===== src/verilog/soc_pkg.sv =====
`default_nettype none

package soc_pkg;

	// internal bus
	typedef logic [15:0] bus_addr_t;
	typedef logic [31:0] bus_data_t;

	// board io
	typedef logic [7:0] led_t;
	typedef logic [3:0] sw_t;

	// ascii host command opcodes
	typedef enum logic [7:0] {
		CMD_WRITE = 8'h57,
		CMD_READ  = 8'h52
	} cmd_opcode_e;

	// single byte replies
	localparam logic [7:0] REPLY_OK  = 8'h4B;
	localparam logic [7:0] REPLY_ERR = 8'h45;

	// led register with the switches at the next word
	localparam bus_addr_t GPIO_BASE = 16'h8000;

	// serial frame phases shared by rx and tx
	typedef enum logic [1:0] {
		UART_IDLE,
		UART_START,
		UART_DATA,
		UART_STOP
	} uart_state_e;

endpackage

`default_nettype wire


===== src/verilog/uart_tx.sv =====
`default_nettype none

module uart_tx import soc_pkg::*; #(
	parameter int CLKS_PER_BIT = 16
) (
	input  wire logic       clk,
	input  wire logic       reset,
	input  wire logic       tx_req,
	input  wire logic [7:0] tx_byte,
	output logic            tx_ack,
	output logic            txd
);

	localparam int CNT_W = $clog2(CLKS_PER_BIT);
	localparam logic [CNT_W-1:0] LAST_CNT = CNT_W'(CLKS_PER_BIT - 1);

	uart_state_e      state;
	logic [CNT_W-1:0] clk_cnt;
	logic [2:0]       bit_idx;
	logic [7:0]       shreg;
	logic             launch;
	logic             bit_end;

	assign launch  = (state == UART_IDLE) && tx_req && !tx_ack;
	assign bit_end = (clk_cnt == LAST_CNT);

	always_ff @(posedge clk) begin
		if (reset) begin
			state   <= UART_IDLE;
			clk_cnt <= '0;
			bit_idx <= '0;
			tx_ack  <= 1'b0;
			txd     <= 1'b1;
		end else begin
			clk_cnt <= (state == UART_IDLE || bit_end) ? '0 : clk_cnt + 1'b1;
			case (state)
				UART_IDLE: begin
					if (tx_ack && !tx_req)
						tx_ack <= 1'b0;
					if (launch) begin
						txd   <= 1'b0;
						state <= UART_START;
					end
				end
				UART_START: begin
					if (bit_end) begin
						txd     <= shreg[0];
						bit_idx <= '0;
						state   <= UART_DATA;
					end
				end
				UART_DATA: begin
					if (bit_end) begin
						bit_idx <= bit_idx + 1'b1;
						txd     <= (bit_idx == 3'd7) ? 1'b1 : shreg[1];
						if (bit_idx == 3'd7)
							state <= UART_STOP;
					end
				end
				UART_STOP: begin
					// ack held until the requester lets go
					if (bit_end) begin
						tx_ack <= 1'b1;
						state  <= UART_IDLE;
					end
				end
				default: state <= UART_IDLE;
			endcase
		end
	end

	always_ff @(posedge clk) begin
		if (launch)
			shreg <= tx_byte;
		else if (state == UART_DATA && bit_end)
			shreg <= {1'b0, shreg[7:1]};
	end

endmodule

`default_nettype wire


===== config.mk =====
export PLATFORM = sky130hd
export DESIGN_NAME = uart_tx
export DESIGN_NICKNAME = d
export VERILOG_FILES = /design/src/verilog/soc_pkg.sv /design/src/verilog/uart_tx.sv
export SDC_FILE = /design/constraint.sdc
export NUM_CORES = 1
export LEC_CHECK = 0
export BUFFER_PORTS_ARGS = -buffer_cell sky130_fd_sc_hd__buf_4
export CAP_MARGIN = 5
export CORE_MARGIN = 3
export CORE_UTILIZATION = 58
export DETAILED_ROUTE_END_ITERATION = 6
export HOLD_SLACK_MARGIN = 0.12
export PLACE_DENSITY = 0.8
export SYNTH_ARGS = -nofsm -noshare
export SYNTH_HDL_FRONTEND = slang
export SYNTH_SLANG_ARGS = --single-unit

===== constraint.sdc =====
create_clock -name clk -period 4.8 [get_ports clk]
set_input_delay 0.72 -clock clk [delete_from_list [all_inputs] [get_ports clk]]
set_output_delay 0.72 -clock clk [all_outputs]
set_load 0.02 [all_outputs]

==> Yosys cells after proc, flatten, opt, wreduce, memory -nomap -nowiden <==
Cells that the tools add are included.
{ "word_totals": {"regBits": 19, "latchBits": 0, "mem_bits_rw": 0, "mem_bits_ro": 0, "input_bits": 11, "output_inout_bits": 2, "wordCells": 55, "memories": 0} }
{ "op_classes": {"addsub": 2, "mul": 0, "n_div": 0, "order_cmp": 0, "n_eq_ne": 11, "n_shift": 0, "n_mux": 19, "bitwise_logic": 0, "n_reduce_logical": 17} }
{ "ops": {"columns": ["cell", "n"], "rows": [
  ["$mux W8", 2],
  ["$mux W2", 5],
  ["$ne A2 B2 Y1 const B", 5],
  ["$pmux W2 S4", 1],
  ["$mux W1", 6],
  ["$mux W3", 2],
  ["$pmux W3 S2", 1],
  ["$reduce_and A3 Y1", 2],
  ["$reduce_bool A2 Y1", 3],
  ["$reduce_and A5 Y1", 1],
  ["$add A4 B1 Y4 const B", 1],
  ["$eq A2 B2 Y1 const B", 2],
  ["$eq A4 B4 Y1 const B", 1],
  ["$logic_and A1 B1 Y1", 4],
  ["$reduce_and A4 Y1", 1],
  ["$add A3 B1 Y3 const B", 1],
  ["$eq A3 B3 Y1 const B", 1],
  ["$pmux W1 S3", 1],
  ["$reduce_bool A3 Y1", 1],
  ["$eq A2 B1 Y1 const B", 1],
  ["$logic_not A1 Y1", 2],
  ["$logic_not A2 Y1", 1],
  ["$ne A2 B1 Y1 const B", 1],
  ["$pmux W1 S2", 1],
  ["2 further kinds", 2]
]} }

==> Longest topological paths before layout <==
Gate-level depths: netlist of the first run.
{ "logic_depth": {"ltp_word": 5, "depth_mapped": 7, "mapped_depth_nobuf": 6} }

==> Least setup slack after synthesis of the first run <==
Ideal clock, no wire load.
{ "synth_path": {"kind": "input-to-reg", "startpoint": "input tx_req", "endpoint": "register shreg[0] (enable)", "setup_ps": 329, "t_arrival_ps": 1436, "required_time_ps": 4471, "path_slack_ps": 3035, "cell_stages": 4, "path_buffers": 1, "path_cell_list": "nand2b_1 or2_2 buf_2 nand2_1"} }
{ "synth_via": {"elab_chain_cells": 3} }
{ "synth_rtl": {"columns": ["element", "line_no", "rtl"], "rows": [
  ["from (decl)", "uart_tx.sv:8", "input wire logic tx_req,"],
  ["$logic_and A1 B1 Y1 (2 in a row)", "uart_tx.sv:24", "assign launch = (state == UART_IDLE) && tx_req && !tx_ack;"],
  ["$reduce_bool A2 Y1 (no source line)", null, null],
  ["to (signal assigned)", "uart_tx.sv:74", "shreg <= tx_byte;"],
  ["to (signal assigned)", "uart_tx.sv:76", "shreg <= {1'b0, shreg[7:1]};"],
  ["to (decl)", "uart_tx.sv:20", "logic [7:0] shreg;"]
]} }
Every way passes these cells.
A chain may end at the register's enable or synchronous reset.

==> Worst setup path after layout of the first run <==
{ "layout_path": {"startpoint": "register state[0]", "endpoint": "register shreg[0] (enable)"} }
{ "layout_via": {"elab_chain_cells": 4, "elab_cells_between_ends": 6, "classes_between": "eq/ne (1); reduce/logical (5)"} }
{ "layout_rtl": {"columns": ["element", "line_no", "rtl"], "rows": [
  ["from (decl)", "uart_tx.sv:17", "uart_state_e state;"],
  ["from (signal assigned)", "uart_tx.sv:29", "state <= UART_IDLE;"],
  ["from (signal assigned)", "uart_tx.sv:42", "state <= UART_START;"],
  ["from (signal assigned)", "uart_tx.sv:49", "state <= UART_DATA;"],
  ["$logic_not A2 Y1", "uart_tx.sv:24", null],
  ["$logic_and A1 B1 Y1 (2 in a row)", "uart_tx.sv:24", null],
  ["$reduce_bool A2 Y1 (no source line) (*)", null, null]
]} }
Mark *: on every way between the ends. The rest lies on a longest branch, timed or not.

==> results of run 1 <==
[cells by family (layout without fill, tap and decap cells)]
family          after synthesis  after routing  share of synthesized area
fa+ha+maj                     7              7                    0.09308
xor+xnor                      1              1                   0.009310
mux                           9              9                     0.1051
compound gates               14             14                     0.1077
simple gates                 28             28                     0.1516
flops                        19             19                     0.4894
buf+inv                       9             20                    0.04387
[state kept, by name, summed over array words and instances (netlist names)]
| signal | flops |
|---|---|
| bit_idx | 3 |
| clk_cnt | 4 |
| shreg | 8 |
| state | 2 |
| tx_ack | 1 |
| txd | 1 |
[cell usage in the layout, fill, tap and decap left out, drive strengths merged, types with 4 or more instances in the layout]
cell | synthesis | routed
nand2 | 4 | 4
mux2 | 7 | 7
edfxtp | 8 | 8
ha | 7 | 7
dfxtp | 11 | 11
a21oi | 5 | 5
inv | 4 | 4
buf | 3 | 12
nor2 | 10 | 10
[power by group through the flow]
stage	combinational (W)	clock, W	sequential [W]
after floorplan	0.000163	0	0.000243
after global placement	0.000193	0	0.000244
after detailed placement	0.000200	0	0.000247
after global routing	0.000224	0.0000866	0.000248
final	0.000199	0.0000796	0.000243
after CTS	0.000200	0.0000815	0.000244
[layer usage]
layer / up-vias / global-route usage
li1: 334 / -
met1: 312 / 0.2238
met2: 11 / 0.3104
met3: 4 / 0.03516
met4: 0 / 0.06818
met5: - / 0
[layout make-up]
type	count	area (um^2)	area share
flip-flops and latches	19	460.4	0.4381
multi-input cells	59	439.2	0.4179
repair buffers	12	90.09	0.08571
clock buffers	3	22.52	0.02143
well taps	15	18.77	0.01786
inverters	4	15.01	0.01429
clock inverters	1	5.005	0.004762
[metrics by stage]
| stage | setup WS, ps | total power (W) | cell area [um^2] |
|---|---|---|---|
| after floorplan | 3035 | 0.0004065 | 940.9 |
| after global placement | 2906 | 0.0004370 | 1023 |
| after detailed placement | 2880 | 0.0004468 | 1023 |
| after CTS | 2894 | 0.0005254 | 1051 |
| after global routing | 2741 | 0.0005586 | 1051 |
| final | 2899 | 0.0005222 | 1051 |
[worst min-delay path by stage]
stage	from	to	slack [ps]	depth (start not counted)
after floorplan	clk_cnt[0]	clk_cnt[0]	450	1
after global placement	bit_idx[2]	bit_idx[2]	480	2
after detailed placement	bit_idx[2]	bit_idx[2]	480	2
after CTS	clk_cnt[0]	clk_cnt[0]	500	1
after global routing	clk_cnt[0]	clk_cnt[0]	540	1
final	clk_cnt[0]	clk_cnt[0]	500	1
==> results.yml, run 1 <==
status:
  status: "completed"
placement:
  dp_cells: 109
  portBuffers: 12
  globalplace.congestion: 0.7292
  dpl.hpwl_um: 1264
floorplanning:
  die_w_um: 46.28
  placementRows: 13
  io_pins: 13
  coreArea_um2: 1415
  die_y_um: 46.28
  start_util: 0.6649
  die-area_um2: 2141
layout:
  synthToLayoutAreaGrowth_pct: 11.70
  n_fill_cell: 107
  n_antenna_cell: 0
  drive_gt1_frac: 0.2755
  final_core_util: 0.7427
  layoutNonFillerInstCount: 113
  fin_nets: 117
setup_path:
  r2r_cells: 5
  r2r-end: "shreg[0]"
  crit_arrival_ps: 1890
  reg2reg_from: "state[0]"
  crit_chain: "inv_1 -> ha_1 -> inv_1 -> or2_2 -> nand2_1"
  endpoint: "shreg[0]"
  crit_type: "reg -> reg"
  required_ps: 4790
  r2r_setup_slack_ps: 2900
  cp_top_family: "simple AND/OR/NAND/NOR gates"
  critPathMostFrequentCell: "inv_1"
  critPathLaunchType: "flip-flop"
  crit_start: "state[0]"
  max_stage_delay_ps: 410
  cp.depth: 5
  slowest_stage: "or2_2"
  cp_num_buf_inv: 2
  cp-end-kind: "flip-flop"
  crit_fanout: 9
pwr:
  p_int_w: 0.0003471
  power_switching_w: 0.0001751
  power_frac_seq: 0.466
  pwr-share-comb: 0.382
  swShare: 0.3353
  worst_ir_drop_vdd_uv: 390.9
  p_leak_nw: 0.4511
  power.density_nw_per_um2: 496.8
  pwr-share-clk: 0.152
route:
  wl_met3_um: 48
  ant_nets: 0
  wl_met2_um: 812
  avgViaCountPerCell: 5.850
  post-route-drc-count: 0
  first_pass_iters: 4
  wl_per_cell_um: 13.97
  drt-initial-drc-count: 11
  wl_met1_um: 697
  vias: 661
  routed.top_layer: "met4"
  finalWirelength_um: 1579
timing:
  grt_setup_unrepaired: "no"
  timing.fmax_mhz: 526.0
  tightest_slew_ps: 460.3
  fin_crit_sh: 0.3961
  drv_slew: 0
  clock_skew_ps: 13.60
  whs_ps: 496.7
  min_period_ps: 1901
  hold_violations: 0
  setup_violations: 0
  relSlewSlack: 0.6899
  finalSetupTns_ps: 0
clocking:
  cts_resized: 0
  numCtsBuffers: 3
  cts.clk_slew.worst_paths_ps: 110
  insertion_delay_ps: 300
  cts-root-buf: "clkbuf_4"
  hold_buffers: 0
  clk_path_buf_depth: 2
  cts.sinks: 19
  htree_levels: 1
  cts_setup_buffers: 0
  cts_tree: "done"
logic_synthesis:
  synth_cell_types: 31
  synthFlopType: "dfxtp_1"
  synth-edff-count: 8
  avgSynthCellArea_um2: 10.81
  yosysWarnings: 0
  synth_area_leaders: "edfxtp_1 26%, dfxtp_1 23%, ha_1 9.3%"
  syn_inst: 87
  yosysSeqAreaShare: 0.4894
  synth_common_cells: "11 x dfxtp_1, 10 x nor2_1, 8 x edfxtp_1"
  synth_area_um2: 940.9
  synth.ff_latch_count: 19
  synthArstFlopShare: 0
  syn_nets: 105
  yosys.area.top_type: "edfxtp_1"
  synth.most_common_cell: "dfxtp_1"
  synth.top_cell.area_share: 0.2553
min_path:
  hold_class: "reg -> reg"
grt:
  grt_pass1_wl_um: 2746
  grt_pass1_vias: 665
  grt_overflow_total: 0
  grt.total_usage: 0.1820
  grt_max_degree: 13
  antenna_found_initial: 0
flow_run:
  maxCapViolations: 0
Note: power is estimated with default switching activity, not from simulation.
==> run 2, diff against run 1 <==
--- a/config.mk
+++ b/config.mk
@@ -8,10 +8,10 @@
 export BUFFER_PORTS_ARGS = -buffer_cell sky130_fd_sc_hd__buf_4
 export CAP_MARGIN = 5
 export CORE_MARGIN = 3
-export CORE_UTILIZATION = 58
+export CORE_UTILIZATION = 49
 export DETAILED_ROUTE_END_ITERATION = 6
 export HOLD_SLACK_MARGIN = 0.12
-export PLACE_DENSITY = 0.8
+export PLACE_DENSITY = 0.72
 export SYNTH_ARGS = -nofsm -noshare
 export SYNTH_HDL_FRONTEND = slang
 export SYNTH_SLANG_ARGS = --single-unit
==> constraint.sdc (replaced) <==
create_clock -name clk -period 1.64 [get_ports clk]
set_input_delay 0.246 -clock clk [delete_from_list [all_inputs] [get_ports clk]]
set_output_delay 0.246 -clock clk [all_outputs]
set_load 0.02 [all_outputs]
==> results.yml, run 2 (synthesized netlist as in run 1, its figures left out) <==
timing:
  relSlewSlack: 0.7546
  setup_violations: 0
  timing.fmax_mhz: 620.7
  min_period_ps: 1611
  drv_slew: 0
  setup_ws_ps: 28.84
  hold_violations: 0
  tightest_slew_ps: 365.6
  grt_setup_unrepaired: "yes"
  fin_crit_sh: 0.9824
  clock_skew_ps: 1.767
layout:
  drive_gt1_frac: 0.4038
  reg_top3: "shreg: 8 flops, clk_cnt: 4 flops, bit_idx: 3 flops"
  layout_common_cells: "18 x buf_4, 10 x nor2_1, 9 x dfxtp_1, 8 x edfxtp_1, 7 x mux2_2"
  fin_nets: 123
  n_antenna_cell: 0
  regMostFlops: "shreg"
  final_common_cell: "buf_4"
  largest_reg_flops: 8
  synthToLayoutAreaGrowth_pct: 21.81
  final_core_util: 0.6496
setup_path:
  required_ps: 1860
  cp-end-kind: "flip-flop"
  crit_type: "reg -> reg"
  crit_arrival_ps: 1830
  slowest_stage: "dfxtp_4"
  critPathLaunchType: "flip-flop"
  r2r_cells: 6
  max_stage_delay_ps: 390
  crit_fanout: 4
  crit_chain: "inv_4 -> ha_4 -> or3_1 -> a32oi_2 -> nor2_1 -> a211oi_2"
grt:
  grt_pass1_vias: 695
  grt_max_degree: 13
  antenna_found_initial: 0
  grt.total_usage: 0.1513
  grt_overflow_total: 0
  grt_pass1_wl_um: 2877
route:
  first_pass_iters: 4
  ant_nets: 0
  finalWirelength_um: 1749
  wl_per_cell_um: 13.56
  vias: 693
  avgViaCountPerCell: 5.372
  post-route-drc-count: 0
  drt-initial-drc-count: 12
clocking:
  cts-root-buf: "clkbuf_4"
  clk_path_buf_depth: 2
  numCtsBuffers: 3
  cts.clk_slew.worst_paths_ps: 100
  htree_levels: 1
  insertion_delay_ps: 300
  hold_buffers: 0
  cts.sinks: 19
  cts_tree: "done"
floorplanning:
  die_y_um: 49.82
  die-area_um2: 2482
  io_pins: 13
  placementRows: 15
  start_util: 0.5333
  coreArea_um2: 1764
  die_w_um: 49.82
min_path:
  hold_class: "in -> reg"
  min_delay_path_depth: 2
placement:
  globalplace.congestion: 0.7917
  portBuffers: 12
  pre_cts_slack_ps: -35.54
  dpl.hpwl_um: 1305
pwr:
  p_leak_nw: 0.4822
  power.density_nw_per_um2: 1487
  worst_ir_drop_vdd_uv: 909.7
status:
  status: "completed"
flow_run:
  maxCapViolations: 0
==> run 2: changes by cell type in the layout (fill, tap and decap cells not counted), sizes merged <==
| cell | change |
|---|---|
| buf | +6 |
==> run 2: final cells by class <==
| cell class | count | area, um^2 |
|---|---|---|
| clock buffers | 3 | 22.52 |
| clock inverters | 1 | 5.005 |
| fillers | 168 | 618.1 |
| inverters | 4 | 17.52 |
| multi-input cells | 59 | 466.7 |
| flip-flops and latches | 19 | 467.9 |
| well taps | 25 | 31.28 |
| repair buffers | 18 | 135.1 |
==> run 2: what timing repair did <==
item	in CTS	in global routing
buffers inserted	1	0
gates cloned	0	0
pin swaps	1	3
setup endpoints to repair	2	21
gates resized for setup	0	9
==> run 2: final timing paths <==
check                  start         end  slack (ps)
setup reg to reg    state[0]    state[0]          30
hold / removal         reset    state[0]         190
setup / recovery    state[0]    state[0]          30
hold reg to reg   clk_cnt[0]  clk_cnt[0]         490
==> run 2: power by group <==
| group | internal, W | total, W | switching [W] |
|---|---|---|---|
| clock network | 0.0000909 | 0.000236 | 0.000145 |
| registers | 0.000661 | 0.000737 | 0.0000764 |
| logic | 0.000373 | 0.000731 | 0.000358 |
| total | 0.00112 | 0.00170 | 0.000580 |
==> run 2: routing by layer <==
layer,share of wire,wire [um],global-route usage
met4,0.0091,16,0.04147
met2,0.52,910,0.2863
met3,0.031,54,0.01813
met1,0.44,767,0.1762
met5,0,0,0
==> run 2: metrics by stage <==
step           setup TNS, ps  hold slack [ps]  instance area (um^2)  total power (W)  std cells
2_1_floorplan              0            325.3                 958.4         0.001238         87
3_3_place_gp               0            474.2                  1081         0.001349        124
3_5_place_dp          -67.49            484.2                  1081         0.001381        124
4_1_cts                    0            189.5                  1116         0.001636        129
5_1_grt               -156.5            199.7                  1146         0.001825        129
6_report                   0            191.1                  1146         0.001704        129
==> run 2: worst max-delay path: cells and delay by family, from the launching register on <==
kind	cells	cell delay, ps
compound gates	2	470
buf+inv	1	50
flops	1	390
fa+ha+maj	1	160
simple gates	2	480
